===== config.mk =====
export PLATFORM = sky130hd
export DESIGN_NAME = memory_game
export DESIGN_NICKNAME = d
export VERILOG_FILES = /design/src/hdl/memory_game_pkg.sv /design/src/hdl/sequence_rom.sv /design/src/hdl/press_timer.sv /design/src/hdl/press_detector.sv /design/src/hdl/game_datapath.sv /design/src/hdl/game_control.sv /design/src/hdl/memory_game.sv
export VERILOG_INCLUDE_DIRS = /design/src /design/src/include
export SDC_FILE = /design/constraint.sdc
export NUM_CORES = 1
export LEC_CHECK = 0
export BUFFER_PORTS_ARGS = -buffer_cell sky130_fd_sc_hd__buf_2
export CAP_MARGIN = 40
export CORE_ASPECT_RATIO = 1.2
export CORE_MARGIN = 2
export CORE_UTILIZATION = 55
export CTS_CLUSTER_DIAMETER = 200
export DETAILED_ROUTE_END_ITERATION = 12
export HOLD_SLACK_MARGIN = 0.05
export PLACE_DENSITY = 0.75
export SLEW_MARGIN = 10
export SYNTH_ARGS = -nofsm -noshare
export SYNTH_HDL_FRONTEND = slang
export SYNTH_HIERARCHICAL = 1
export SYNTH_SLANG_ARGS = --single-unit
export TNS_END_PERCENT = 100

===== constraint.sdc =====
create_clock -name clock -period 6.4 [get_ports clock]
set_clock_uncertainty 0.15 [all_clocks]
set_input_delay 0.96 -clock clock [delete_from_list [all_inputs] [get_ports clock]]
set_output_delay 0.96 -clock clock [all_outputs]
set_load 0.02 [all_outputs]

===== src/include/memory_game_consts.svh =====
/*
 * Timing and round-count constants for the memory game.
 * Include wherever a cycle count or round limit is needed.
 */

`ifndef MEMORY_GAME_CONSTS_SVH
`define MEMORY_GAME_CONSTS_SVH

// ------------------------------
// play phase
// ------------------------------

// cycles allowed for each button press
`define TIMEOUT_CYCLES 200

// ------------------------------
// show phase
// ------------------------------

// length of one lit phase, and of one dark phase
`define SHOW_CYCLES 8

// rounds per level (level 0 / level 1)
`define ROUNDS_SHORT 8
`define ROUNDS_LONG 16

`endif


===== src/hdl/memory_game_pkg.sv =====
/*
 * Shared types of the memory game.
 * Referenced by scoped name from the RTL and the testbench.
 */

package memory_game_pkg;

    // one bit per colour, used for both buttons and leds
    typedef logic [3:0] pattern_t;

    // sequence position or round number
    typedef logic [3:0] index_t;

    // game FSM
    typedef enum logic [3:0] {
        st_idle,
        st_init,
        st_show_lit,
        st_show_dark,
        st_wait_press,
        st_check,
        st_next_item,
        st_next_round,
        st_won,
        st_lost
    } game_state_t;

endpackage


===== src/hdl/sequence_rom.sv =====
/*
 * Synchronous 16x4 ROM with the fixed LED sequence.
 * Data appears one cycle after the address.
 */
`timescale 1ns/1ps

module sequence_rom (
    input  logic                      clock,
    input  memory_game_pkg::index_t   address,
    output memory_game_pkg::pattern_t data
);

    // entry i lights bit (3*i + i/4) mod 4
    always_ff @(posedge clock) begin
        case (address)
            4'd0:    data <= 4'b0001;
            4'd1:    data <= 4'b1000;
            4'd2:    data <= 4'b0100;
            4'd3:    data <= 4'b0010;
            4'd4:    data <= 4'b0010;
            4'd5:    data <= 4'b0001;
            4'd6:    data <= 4'b1000;
            4'd7:    data <= 4'b0100;
            4'd8:    data <= 4'b0100;
            4'd9:    data <= 4'b0010;
            4'd10:   data <= 4'b0001;
            4'd11:   data <= 4'b1000;
            4'd12:   data <= 4'b1000;
            4'd13:   data <= 4'b0100;
            4'd14:   data <= 4'b0010;
            default: data <= 4'b0001;
        endcase
    end

    // every read of a known address gives exactly one lit colour
    rom_onehot: assert property (
        @(posedge clock) !$isunknown(address) |=> $onehot(data)
    );

endmodule


===== src/hdl/press_timer.sv =====
/*
 * Modulo cycle counter shared by both game phases.
 * Show mode gives the lit/dark rhythm, otherwise it times out a press.
 */
`timescale 1ns/1ps
`include "memory_game_consts.svh"

module press_timer (
    input  logic clock,
    input  logic rst,
    input  logic clear,
    input  logic run,
    input  logic show_mode,
    output logic done,
    output logic lit
);

    localparam int count_w = $clog2(`TIMEOUT_CYCLES);

    localparam logic [count_w-1:0] timeout_last = count_w'(`TIMEOUT_CYCLES - 1);
    localparam logic [count_w-1:0] show_last    = count_w'(2 * `SHOW_CYCLES - 1);
    localparam logic [count_w-1:0] show_half    = count_w'(`SHOW_CYCLES);

    logic [count_w-1:0] count;
    logic               at_wrap;

    // wrap point depends on the mode
    assign at_wrap = show_mode ? (count >= show_last) : (count >= timeout_last);

    always_ff @(posedge clock) begin
        if (rst || clear) begin
            count <= '0;
        end else if (run) begin
            if (at_wrap) begin
                count <= '0;
            end else begin
                count <= count + 1'b1;
            end
        end
    end

    // single pulse when the press window runs out
    assign done = run && !show_mode && (count == timeout_last);

    // first half of each show period is the lit phase
    assign lit = (count < show_half);

endmodule


===== src/hdl/press_detector.sv =====
/*
 * Rising-edge detector for "some button held".
 * Pulse is one cycle long, one cycle after the input rises.
 */
`timescale 1ns/1ps

module press_detector (
    input  logic clock,
    input  logic rst,
    input  logic level_in,
    output logic pulse
);

    logic level_prev;

    always_ff @(posedge clock) begin
        if (rst) begin
            level_prev <= 1'b0;
            pulse      <= 1'b0;
        end else begin
            level_prev <= level_in;
            // high only on a 0 -> 1 change
            pulse      <= level_in && !level_prev;
        end
    end

endmodule


===== src/hdl/game_datapath.sv =====
/*
 * Memory game datapath: counters, ROM, button register and timer.
 * Driven by the strobes of game_control, returns status flags to it.
 */
`timescale 1ns/1ps
`include "memory_game_consts.svh"

module game_datapath (
    input  logic                      clock,
    input  logic                      rst,
    input  memory_game_pkg::pattern_t buttons,
    input  logic                      level,
    input  logic                      clear_address,
    input  logic                      step_address,
    input  logic                      clear_round,
    input  logic                      step_round,
    input  logic                      capture_press,
    input  logic                      clear_press,
    input  logic                      timer_clear,
    input  logic                      timer_run,
    input  logic                      show_leds,
    output logic                      press_pulse,
    output logic                      press_match,
    output logic                      address_is_round,
    output logic                      last_round,
    output logic                      timer_done,
    output logic                      timer_lit,
    output memory_game_pkg::pattern_t leds,
    output memory_game_pkg::index_t   round
);

    localparam memory_game_pkg::index_t last_short = 4'(`ROUNDS_SHORT - 1);
    localparam memory_game_pkg::index_t last_long  = 4'(`ROUNDS_LONG - 1);

    memory_game_pkg::index_t   address;
    memory_game_pkg::index_t   round_q;
    memory_game_pkg::pattern_t rom_data;
    memory_game_pkg::pattern_t press_q;
    logic                      level_q;

    // ------------------------------
    // counters
    // ------------------------------

    always_ff @(posedge clock) begin
        if (rst || clear_address) begin
            address <= '0;
        end else if (step_address) begin
            address <= address + 1'b1;
        end
    end

    // level is latched together with the round clear at game start
    always_ff @(posedge clock) begin
        if (rst) begin
            round_q <= '0;
            level_q <= 1'b0;
        end else if (clear_round) begin
            round_q <= '0;
            level_q <= level;
        end else if (step_round) begin
            round_q <= round_q + 1'b1;
        end
    end

    // button register
    always_ff @(posedge clock) begin
        if (clear_press) begin
            press_q <= '0;
        end else if (capture_press) begin
            press_q <= buttons;
        end
    end

    // ------------------------------
    // comparisons and outputs
    // ------------------------------

    assign press_match      = (press_q == rom_data);
    assign address_is_round = (address == round_q);
    assign last_round       = level_q ? (round_q == last_long) : (round_q == last_short);

    assign leds  = (show_leds && timer_lit) ? rom_data : '0;
    assign round = round_q;

    // ------------------------------
    // sub-blocks
    // ------------------------------

    sequence_rom u_rom (
        .clock   (clock),
        .address (address),
        .data    (rom_data)
    );

    // show mode follows the led enable
    press_timer u_timer (
        .clock     (clock),
        .rst       (rst),
        .clear     (timer_clear),
        .run       (timer_run),
        .show_mode (show_leds),
        .done      (timer_done),
        .lit       (timer_lit)
    );

    press_detector u_detector (
        .clock    (clock),
        .rst      (rst),
        .level_in (|buttons),
        .pulse    (press_pulse)
    );

    // the player never gets ahead of the current round
    address_bound: assert property (
        @(posedge clock) disable iff (rst)
        (timer_run && !show_leds) |-> (address <= round_q)
    );

endmodule


===== src/hdl/game_control.sv =====
/*
 * Memory game FSM. Sequences show, play and end states and
 * issues the datapath strobes, one cycle at a time.
 */
`timescale 1ns/1ps
`include "memory_game_consts.svh"

module game_control (
    input  logic clock,
    input  logic rst,
    input  logic start,
    input  logic press_pulse,
    input  logic press_match,
    input  logic address_is_round,
    input  logic last_round,
    input  logic timer_done,
    input  logic timer_lit,
    output logic clear_address,
    output logic step_address,
    output logic clear_round,
    output logic step_round,
    output logic capture_press,
    output logic clear_press,
    output logic timer_clear,
    output logic timer_run,
    output logic show_leds,
    output logic ready,
    output logic won,
    output logic lost
);

    memory_game_pkg::game_state_t state;
    memory_game_pkg::game_state_t state_next;

    always_ff @(posedge clock) begin
        if (rst) begin
            state <= memory_game_pkg::st_idle;
        end else begin
            state <= state_next;
        end
    end

    // ------------------------------
    // next state and strobes
    // ------------------------------

    always_comb begin
        state_next    = state;
        clear_address = 1'b0;
        step_address  = 1'b0;
        clear_round   = 1'b0;
        step_round    = 1'b0;
        capture_press = 1'b0;
        clear_press   = 1'b0;
        timer_clear   = 1'b0;
        timer_run     = 1'b0;
        show_leds     = 1'b0;

        case (state)
            memory_game_pkg::st_idle,
            memory_game_pkg::st_won,
            memory_game_pkg::st_lost: begin
                // address 0 goes to the ROM one cycle ahead of the show
                if (start) begin
                    clear_address = 1'b1;
                    clear_round   = 1'b1;
                    state_next    = memory_game_pkg::st_init;
                end
            end
            memory_game_pkg::st_init: begin
                timer_clear = 1'b1;
                state_next  = memory_game_pkg::st_show_lit;
            end
            memory_game_pkg::st_show_lit: begin
                show_leds = 1'b1;
                timer_run = 1'b1;
                if (!timer_lit) begin
                    if (address_is_round) begin
                        // whole prefix shown, hand over to the player
                        clear_address = 1'b1;
                        clear_press   = 1'b1;
                        timer_clear   = 1'b1;
                        state_next    = memory_game_pkg::st_wait_press;
                    end else begin
                        // next entry is fetched while the leds are dark
                        step_address = 1'b1;
                        state_next   = memory_game_pkg::st_show_dark;
                    end
                end
            end
            memory_game_pkg::st_show_dark: begin
                show_leds = 1'b1;
                timer_run = 1'b1;
                if (timer_lit) begin
                    state_next = memory_game_pkg::st_show_lit;
                end
            end
            memory_game_pkg::st_wait_press: begin
                timer_run = 1'b1;
                if (press_pulse) begin
                    capture_press = 1'b1;
                    state_next    = memory_game_pkg::st_check;
                end else if (timer_done) begin
                    state_next = memory_game_pkg::st_lost;
                end
            end
            memory_game_pkg::st_check: begin
                if (!press_match) begin
                    state_next = memory_game_pkg::st_lost;
                end else if (!address_is_round) begin
                    state_next = memory_game_pkg::st_next_item;
                end else if (last_round) begin
                    state_next = memory_game_pkg::st_won;
                end else begin
                    state_next = memory_game_pkg::st_next_round;
                end
            end
            memory_game_pkg::st_next_item: begin
                step_address = 1'b1;
                clear_press  = 1'b1;
                timer_clear  = 1'b1;
                state_next   = memory_game_pkg::st_wait_press;
            end
            memory_game_pkg::st_next_round: begin
                step_round    = 1'b1;
                clear_address = 1'b1;
                timer_clear   = 1'b1;
                state_next    = memory_game_pkg::st_init;
            end
            default: begin
                state_next = memory_game_pkg::st_idle;
            end
        endcase
    end

    // status outputs
    assign ready = (state == memory_game_pkg::st_idle) ||
                   (state == memory_game_pkg::st_won) ||
                   (state == memory_game_pkg::st_lost);
    assign won   = (state == memory_game_pkg::st_won);
    assign lost  = (state == memory_game_pkg::st_lost);

    end_exclusive: assert property (
        @(posedge clock) disable iff (rst) !(won && lost)
    );

    // each dark phase lasts exactly one show length before the next entry
    dark_length: assert property (
        @(posedge clock) disable iff (rst)
        $rose(state == memory_game_pkg::st_show_dark) |->
            (state == memory_game_pkg::st_show_dark) [* `SHOW_CYCLES]
            ##1 (state == memory_game_pkg::st_show_lit)
    );

endmodule


===== src/hdl/memory_game.sv =====
/*
 * Memory game top level.
 * Joins the datapath and the control FSM.
 */
`timescale 1ns/1ps

module memory_game (
    input  logic                      clock,
    input  logic                      rst,
    input  logic                      start,
    input  logic                      level,
    input  memory_game_pkg::pattern_t buttons,
    output memory_game_pkg::pattern_t leds,
    output logic                      ready,
    output logic                      won,
    output logic                      lost,
    output memory_game_pkg::index_t   round
);

    // control to datapath
    logic clear_address;
    logic step_address;
    logic clear_round;
    logic step_round;
    logic capture_press;
    logic clear_press;
    logic timer_clear;
    logic timer_run;
    logic show_leds;

    // datapath to control
    logic press_pulse;
    logic press_match;
    logic address_is_round;
    logic last_round;
    logic timer_done;
    logic timer_lit;

    game_datapath u_datapath (
        .clock            (clock),
        .rst              (rst),
        .buttons          (buttons),
        .level            (level),
        .clear_address    (clear_address),
        .step_address     (step_address),
        .clear_round      (clear_round),
        .step_round       (step_round),
        .capture_press    (capture_press),
        .clear_press      (clear_press),
        .timer_clear      (timer_clear),
        .timer_run        (timer_run),
        .show_leds        (show_leds),
        .press_pulse      (press_pulse),
        .press_match      (press_match),
        .address_is_round (address_is_round),
        .last_round       (last_round),
        .timer_done       (timer_done),
        .timer_lit        (timer_lit),
        .leds             (leds),
        .round            (round)
    );

    game_control u_control (
        .clock            (clock),
        .rst              (rst),
        .start            (start),
        .press_pulse      (press_pulse),
        .press_match      (press_match),
        .address_is_round (address_is_round),
        .last_round       (last_round),
        .timer_done       (timer_done),
        .timer_lit        (timer_lit),
        .clear_address    (clear_address),
        .step_address     (step_address),
        .clear_round      (clear_round),
        .step_round       (step_round),
        .capture_press    (capture_press),
        .clear_press      (clear_press),
        .timer_clear      (timer_clear),
        .timer_run        (timer_run),
        .show_leds        (show_leds),
        .ready            (ready),
        .won              (won),
        .lost             (lost)
    );

endmodule


==> impl_metrics.json, run 1 <==
{
  "grt_use_total_pct": 21.95,
  "drc_errors": 0,
  "drive_gt1_share_pct": 16.31,
  "outcome": "finished clean",
  "synthAdderAreaFrac_pct": 2.058,
  "fin_cells": 269,
  "layout_common_cells": "31 x dfxtp_1, 22 x nor2_1, 18 x buf_2, 14 x a21oi_1",
  "worstHoldPathCells": 1,
  "grt_max_degree": 20,
  "reg2reg_from": "u_datapath/u_timer/count[6]",
  "ys.warnings.count": 6,
  "layout_commonest_cell": "dfxtp_1",
  "die_area_um2": 3796,
  "critPathMaxStageDelay_ps": 550,
  "place_area_um2": 1909,
  "dp.cells": 261,
  "critPathMaxFanout": 10,
  "fin_tns_setup_ps": 0,
  "cts-buffers-inserted": 5,
  "path_class": "flip-flop to output port",
  "cap_violations": 0,
  "slew_headroom_pct": 40.12,
  "clk_pin_slew_worst_paths_ps": 100,
  "setup_ws_ps": 3181,
  "cp_slowest_cell": "or4_4",
  "cts_setup_buffers": 0,
  "period_minus_slack_ps": 3219,
  "synth_edf_count": 0,
  "min_to": "u_datapath/u_detector/pulse",
  "wl_per_cell_um": 13.63,
  "async_flop_share_pct": 0,
  "synth-simple-area-share_pct": 27.09,
  "clock.fmax_ghz": 0.3107,
  "synth_top_family_by_area": "simple AND/OR/NAND/NOR gates",
  "syn_area_per_cell_um2": 8.407,
  "initial_core_util_pct": 58.65,
  "row_count": 22,
  "fin_crit_sh_pct": 50.30,
  "worstPathArrival_ps": 2110,
  "setup_violations": 0,
  "first_global_vias": 1486,
  "r2r-end": "u_datapath/u_timer/count[7]",
  "dpl.hpwl_um": 2646,
  "ant_nets": 0,
  "synthXorXnorAreaFrac_pct": 8.642,
  "synthCells": 217,
  "whs_ps": 258.0,
  "hold_class": "flip-flop to flip-flop",
  "leakagePower_nw": 0.8143,
  "ios": 19,
  "core_area_um2": 3110,
  "viasPerCell": 5.777,
  "worstSetupStartpointType": "flip-flop",
  "cts_tree": "built",
  "synthMuxAreaShare_pct": 6.722,
  "hold_viol": 0,
  "crit_path_start": "u_datapath/u_timer/count[6]",
  "min_from": "u_datapath/u_detector/level_prev",
  "ys_seq_area_share_pct": 34.02,
  "vias": 1554,
  "power_density_nw_per_um2": 273.4,
  "power_uw": 537.8,
  "dieHeight_um": 67.09,
  "dieWidth_um": 56.58,
  "final_util_pct": 63.23,
  "design_area_um2": 1967,
  "worst-r2r-cell-count": 8,
  "cts_resized": 0,
  "rsz0062_at_grt": "no",
  "nNetsFinal": 243,
  "place.port_buffers": 18,
  "cts_root_buffer": "clkbuf_4",
  "cp.required_ps": 5290,
  "syn_area_um2": 1824,
  "worstPathCellList": "or4_4, nor2_1, and3_1, buf_2",
  "drv_slew": 0,
  "clkSinkCount": 31,
  "cts_hold_buf": 0,
  "grt-ovfl-total": 0,
  "ys_types": 47,
  "ctsLongestPathBuffers": 2,
  "drt-total-wl_um": 3666,
  "ys.flop_type": "dfxtp_1",
  "end_kind": "output port",
  "ir_drop_uv": 203.1,
  "gp_congestion": 0.7939,
  "antenna_found_initial": 0,
  "diodes": 0,
  "area_delta_synth_final_pct": 7.819,
  "htreeDepth": 2,
  "grt_pass1_wl_um": 6506,
  "synth_compound_area_share_pct": 16.67,
  "drt_iter0_drc": 89,
  "drt_pass1_iterations": 4,
  "syn-num-nets": 228,
  "ys_seq_elements": 31,
  "tightest_slew_ps": 890.0,
  "place_ws_ps": 3548,
  "rrSetupSlack_ps": 3540,
  "clk_latency_ps": 330
}
## worst max-delay path: cells and delay by family (launching register included)
family	cells	cell delay, ps
flip-flops	1	360
buffers and inverters	1	160
AND/OR/NAND/NOR	3	1260
## flip-flops by register name, indices dropped and copies added, names as in the netlist, 4 cells and up
signal / flops
u_control/state: 4
u_datapath/address: 4
u_datapath/press_q: 4
u_datapath/round: 4
u_datapath/u_rom/data: 4
u_datapath/u_timer/count: 8
## worst max-delay path by stage
| stage | cells past startpoint | to | slack, ps |
|---|---|---|---|
| final | 4 | leds[2] | 3180 |
| after global routing | 4 | leds[1] | 3050 |
| after CTS | 4 | leds[2] | 3170 |
| after detailed placement | 4 | leds[2] | 3550 |
| after global placement | 4 | leds[3] | 3610 |
| after floorplan | 3 | leds[0] | 3780 |
## cells in the mapped netlist, drive strengths merged, types with 7 or more instances
master,count,area (µm²)
mux2i,10,100.1
a21oi,14,70.07
xor2,13,113.9
a211oi,9,72.57
nor3,9,45.04
nand2b,7,43.79
dfxtp,31,620.6
and3,8,50.05
nor2,22,82.58
inv,9,33.78
nand2,13,48.80
## layout make-up
class,instances,area [µm²]
repair buffers,19,93.84
inverters,9,33.78
multi-input cells,166,1116
flip-flops and latches,31,620.6
fillers,294,1144
clock inverters,3,20.02
well taps,36,45.04
clock buffers,5,37.54
## per-layer routing
metal  part of all wire (%)  up-vias  routed length, µm  global-route usage, %
met5                      0        -                  0                      0
met4                    1.4        0                 51                  8.631
met3                    3.4        8                123                  4.660
met2                     51       34               1860                  40.41
met1                     44      712               1630                  24.40
li1                       -      800                  -                      -
## where the power goes
part,leakage (nW),internal (mW),switching [mW]
combinational,0.535,0.0739,0.102
sequential,0.252,0.214,0.0357
clock,0.0272,0.0419,0.0704
## cell families (layout without fill, tap and decap cells)
logic type,Yosys count,count (layout)
compound gates,41,41
xor+xnor,18,18
fa+ha+maj,3,3
buf+inv,20,36
flops,31,31
mux,12,12
simple gates,92,92
Power figures use the tool's default switching activity.
==> run 2, diff against run 1 <==
Settings changed: ABC_AREA from default to 1.
Clock period 6.4 ns to 3.2 ns, I/O delays scaled along.
==> impl_metrics.json, run 2 <==
{
  "synthCells": 283,
  "end_kind": "flip-flop",
  "ys.flop_type": "dfxtp_1",
  "layout_common_cells": "79 x nand2_1, 42 x nor2_1, 35 x inv_1, 31 x dfxtp_1, 19 x nand3_1",
  "ys.warnings.count": 6,
  "fin_crit_sh_pct": 79.41,
  "ctsLongestPathBuffers": 2,
  "area_delta_synth_final_pct": 10.76,
  "synth_top_area_share_pct": 34.00,
  "leakagePower_nw": 0.9467,
  "nNetsFinal": 318,
  "fill_cells": 308,
  "ios": 19,
  "seqCellArea_um2": 620.6,
  "ys_seq_area_share_pct": 34.00,
  "synth_edf_count": 0,
  "dp.cells": 336,
  "drt_pass1_iterations": 4,
  "power_mw": 1.190,
  "grt_use_total_pct": 21.00,
  "viasPerCell": 4.916,
  "fin_cells": 344,
  "rsz0062_at_grt": "no",
  "async_flop_share_pct": 0,
  "vias": 1691,
  "grt_pass1_wl_um": 6210,
  "regMostFlops": "u_datapath/u_timer/count",
  "cts-buffers-inserted": 5,
  "dpl.hpwl_um": 2740,
  "cts_setup_buffers": 0,
  "core_area_um2": 3110,
  "drt_iter0_drc": 73,
  "path_class": "flip-flop to flip-flop",
  "drv_slew": 0,
  "clkSinkCount": 31,
  "slew_headroom_pct": 49.37,
  "syn_area_per_cell_um2": 6.451,
  "multi_input_area_um2": 1047,
  "fin_tns_setup_ps": 0,
  "dieWidth_um": 56.59,
  "period_minus_slack_ps": 2541,
  "htreeDepth": 2,
  "dieHeight_um": 67.11,
  "clk_latency_ps": 340,
  "row_count": 22,
  "ys_types": 25,
  "whs_ps": 216.6,
  "grt-ovfl-total": 0,
  "tightest_slew_ps": 751.5,
  "yosys-top-cells-count": "79 x nand2_1, 42 x nor2_1, 35 x inv_1",
  "critPathMaxFanout": 6,
  "worstPathArrival_ps": 2670,
  "ys_seq_elements": 31,
  "cts_hold_buf": 0,
  "wl_per_cell_um": 10.38,
  "ir_drop_uv": 391.7,
  "power_density_nw_per_um2": 588.6,
  "cp.required_ps": 3330,
  "cts_root_buffer": "clkbuf_4",
  "syn_area_um2": 1826,
  "diodes": 0,
  "layout_commonest_cell": "nand2_1",
  "cts_tree": "built",
  "drt-total-wl_um": 3570,
  "antenna_found_initial": 0,
  "drc_errors": 0,
  "syn-num-nets": 294,
  "setup_ws_ps": 659.0,
  "place.port_buffers": 18,
  "hold_class": "input pin to flip-flop",
  "yosysTopAreaCell": "dfxtp_1",
  "ant_nets": 0,
  "setup_violations": 0,
  "gp_congestion": 0.9091,
  "first_global_vias": 1491,
  "synthTopCellsByArea": "dfxtp_1 34%, nand2_1 16%, nor2_1 8.6%",
  "clk_pin_slew_worst_paths_ps": 100,
  "largest_reg_flops": 8,
  "die_area_um2": 3798,
  "initial_core_util_pct": 58.69,
  "place_ws_ps": 711.1,
  "outcome": "finished clean",
  "cts_resized": 0,
  "yosysMostFrequentCell": "nand2_1",
  "hold_viol": 0,
  "clock.fmax_ghz": 0.3935,
  "grt_max_degree": 12,
  "cap_violations": 0,
  "worstSetupStartpointType": "flip-flop",
  "drive_gt1_share_pct": 17.86
}
run 2: cell count changes after synthesis, sizes merged, moves of 8 or more:
cell	before	now
and3	8	0
inv	9	40
mux2i	10	1
nand2	13	94
nand3	3	19
nor2	22	52
nor3	9	0
xor2	13	5
run 2: layer usage:
metal  part of all wire, %  wire (µm)  up-vias  track usage [%]
li1                      -          -      923                -
met1                    47       1682      745            24.41
met2                    48       1730       17            36.19
met3                   2.7         95        6            5.825
met4                   1.7         62        0            8.929
met5                     0          0        -                0
run 2: stage by stage:
| stage | area [µm²] | utilization, % |
|---|---|---|
| after floorplan | 1826 | - |
| after global placement | 1953 | 62.79 |
| after CTS | 2022 | 65.00 |
| after detailed placement | 1953 | 62.79 |
| final | 2022 | 65.00 |
| after global routing | 2022 | 65.00 |
run 2: worst max-delay path, stage by stage, from the launching register on:
cell	delay [ps]
dfxtp_1	360
inv_2	120
nand2_2	90
o21ai_0	600
nand3_1	300
nor4_1	300
nor2_1	80
nand2_2	110
nand2_2	70
nor2_4	110
nand2_1	60
a21oi_1	120
run 2: final timing paths:
path,end,depth (start not counted),slack [ps],from
setup reg to reg,u_control/state[3],11,660,u_control/state[2]
hold / removal,u_datapath/level_q,3,220,level
setup / recovery,u_control/state[3],11,660,u_control/state[2]
hold reg to reg,u_datapath/u_detector/pulse,1,260,u_datapath/u_detector/level_prev
run 2: layout make-up:
class	count	area share, %
Multi-Input combinational cell	211	51.79
Sequential cell	31	30.69
Inverter	40	7.426
Timing Repair Buffer	18	4.455
Clock buffer	8	3.403
Tap cell	36	2.228
run 2: cell families (layout without fill, tap and decap cells):
| group | count (synthesis) | after routing | share of synthesized area, % |
|---|---|---|---|
| multiplexers | 1 | 1 | 0.5483 |
| flip-flops | 31 | 31 | 34.00 |
| AO/OA/AOI/OAI | 25 | 25 | 7.470 |
| adder cells (fa/ha/maj) | 3 | 3 | 2.056 |
| AND/OR/NAND/NOR | 170 | 170 | 41.53 |
| XOR/XNOR | 12 | 12 | 5.757 |
| buffers and inverters | 41 | 66 | 8.637 |
run 2: where the power goes:
group          total, mW  leakage [nW]  internal [mW]  switching, mW
sequential         0.488         0.253          0.439         0.0485
combinational      0.434         0.655          0.161          0.273
clock              0.269        0.0386          0.129          0.140
total               1.19         0.947          0.729          0.461
==> run 3, diff against run 2 <==
Settings changed: ABC_AREA 1 to 0.
Clock period 3.2 ns to 2.5 ns, I/O delays scaled along.
==> impl_metrics.json, run 3 (synthesized netlist as in run 1, its figures left out) <==
{
  "wl_per_cell_um": 13.83,
  "dieHeight_um": 67.09,
  "vias": 1622,
  "fin_crit_sh_pct": 94.63,
  "worst-r2r-cell-count": 8,
  "seqCellArea_um2": 620.6,
  "cts_setup_buffers": 0,
  "nNetsFinal": 255,
  "rsz0062_at_grt": "no",
  "layout_commonest_cell": "dfxtp_1",
  "clockPowerShare_pct": 25.3,
  "cp.buffers_inverters": 2,
  "dr_wl_met3_um": 133,
  "ant_nets": 0,
  "fin_tns_setup_ps": 0,
  "diodes": 0,
  "clock.fmax_ghz": 0.4227,
  "viasPerCell": 5.772,
  "clkSinkCount": 31,
  "antenna_found_initial": 0,
  "switchingPower_uw": 545.9,
  "drive_gt1_share_pct": 22.04,
  "largest_reg_flops": 8,
  "cp.depth": 5,
  "drt_iter0_drc": 70,
  "die_area_um2": 3796,
  "gp_congestion": 0.8512,
  "grt-ovfl-total": 0,
  "slew_headroom_pct": 61.03,
  "worstSetupStartpointType": "flip-flop",
  "worstPathArrival_ps": 1840,
  "row_count": 22,
  "power_frac_seq_pct": 38.9,
  "crit_family": "simple AND/OR/NAND/NOR gates",
  "critPathMaxFanout": 9,
  "whs_ps": 118.3,
  "routed.top_layer": "met4",
  "leakagePower_nw": 0.8989,
  "drt-total-wl_um": 3885,
  "period_minus_slack_ps": 2366,
  "path_class": "flip-flop to output port",
  "cp_slowest_cell": "or4_4",
  "route.met2.wl_um": 1994,
  "drc_errors": 0,
  "power_density_nw_per_um2": 732.8,
  "dpl.hpwl_um": 2885,
  "layout_common_cells": "31 x dfxtp_1, 21 x nor2_1, 18 x buf_2",
  "critPathMaxStageDelay_ps": 560,
  "ios": 19,
  "ctsLongestPathBuffers": 2,
  "drt_pass1_iterations": 4,
  "core_area_um2": 3110,
  "combPwrFrac_pct": 35.8,
  "cts_root_buffer": "clkbuf_4",
  "cts-buffers-inserted": 5,
  "drv_slew": 0,
  "area_delta_synth_final_pct": 14.88,
  "regMostFlops": "u_datapath/u_timer/count",
  "initial_core_util_pct": 58.65,
  "cap_violations": 0,
  "hold_viol": 0,
  "dieWidth_um": 56.58,
  "grt_max_degree": 17,
  "clk_latency_ps": 330,
  "outcome": "finished clean",
  "cts_tree": "built",
  "multi_input_area_um2": 1127,
  "worstHoldPathCells": 3,
  "cp.required_ps": 1980,
  "wl_met1_um": 1686,
  "end_kind": "output port",
  "ir_drop_uv": 570.1,
  "setup_violations": 0,
  "worstPathCellList": "or4_4, nor2_2, buf_4, and3_1, buf_2",
  "fill_cells": 282,
  "tightest_slew_ps": 579.3,
  "clk_pin_slew_worst_paths_ps": 100,
  "p_int_uw": 990.0,
  "htreeDepth": 2,
  "grt_pass1_wl_um": 6630,
  "first_global_vias": 1540,
  "grt_use_total_pct": 22.25,
  "hold_class": "input pin to flip-flop",
  "switching_share_pct": 35.54,
  "place.port_buffers": 18
}
-- run 3: cell types whose count changed in the layout (fill, tap and decap cells not counted), moves of 7 or more --
cell      previous run  this run
buf_4                0        13
mux2i_1              1        10
nand3_1             19         3
nand2b_1             0         7
nand2_2             14         0
nor2_1              42        21
nor3_1               0         9
xor2_1               5        13
and3_1               0         8
nand2_1             79        13
inv_1               35         9
-- run 3: area by class of cell --
| cell class | instances | share of cell area, % |
|---|---|---|
| Inverter | 9 | 1.612 |
| Timing Repair Buffer | 31 | 8.955 |
| Tap cell | 36 | 2.149 |
| Clock inverter | 3 | 2.090 |
| Sequential cell | 31 | 29.61 |
| Clock buffer | 5 | 1.791 |
| Multi-Input combinational cell | 166 | 53.79 |
-- run 3: worst paths after layout --
path | from | end | slack (ps)
hold / removal | level | u_datapath/level_q | 120
hold reg to reg | u_datapath/u_detector/level_prev | u_datapath/u_detector/pulse | 260
setup reg to reg | u_datapath/u_timer/count[6] | u_datapath/u_timer/count[0] | 170
setup / recovery | u_datapath/u_timer/count[6] | leds[0] | 130
-- run 3: worst reg2reg max path, stage by stage, from the launching register on --
cell and delay (ps):
dfxtp_1 360, or4_4 560, nor2_2 110, nor2b_1 80, and2_1 150, o21ai_0 130
a21oi_1 80, or2_2 390, a211oi_1 230
-- run 3: repair_timing --
action / 4_1_cts / 5_1_grt
endpoints found under the setup margin: 0 / 2
hold buffers: 0 / 0
resized for setup: 0 / 2
-- run 3: metrics by stage --
| stage | total power [mW] | setup slack (ps) | util, % | cells | cell area (µm²) |
|---|---|---|---|---|---|
| after global placement | 1.137 | 227.6 | 64.48 | 273 | 2006 |
| after floorplan | 1.007 | 22.23 | - | 217 | 1827 |
| after global routing | 1.634 | 0.7325 | 67.38 | 281 | 2096 |
| after CTS | 1.540 | 119.0 | 67.10 | 281 | 2087 |
| after detailed placement | 1.148 | 185.3 | 64.48 | 273 | 2006 |
| final | 1.536 | 134.2 | 67.38 | 281 | 2096 |
-- run 3: power groups by stage --
stage               logic [mW]  clock network [mW]  registers, mW
CTS                      0.543               0.399          0.599
detailed placement       0.540                   0          0.609
global route             0.610               0.415          0.609
global placement         0.528                   0          0.609
floorplan                0.418                   0          0.589
finish                   0.549               0.388          0.598
-- run 3: routing by layer --
metal	track usage [%]	vias up
li1	-	831
met3	4.854	8
met5	0	-
met4	9.226	0
met2	39.83	35
met1	25.39	748
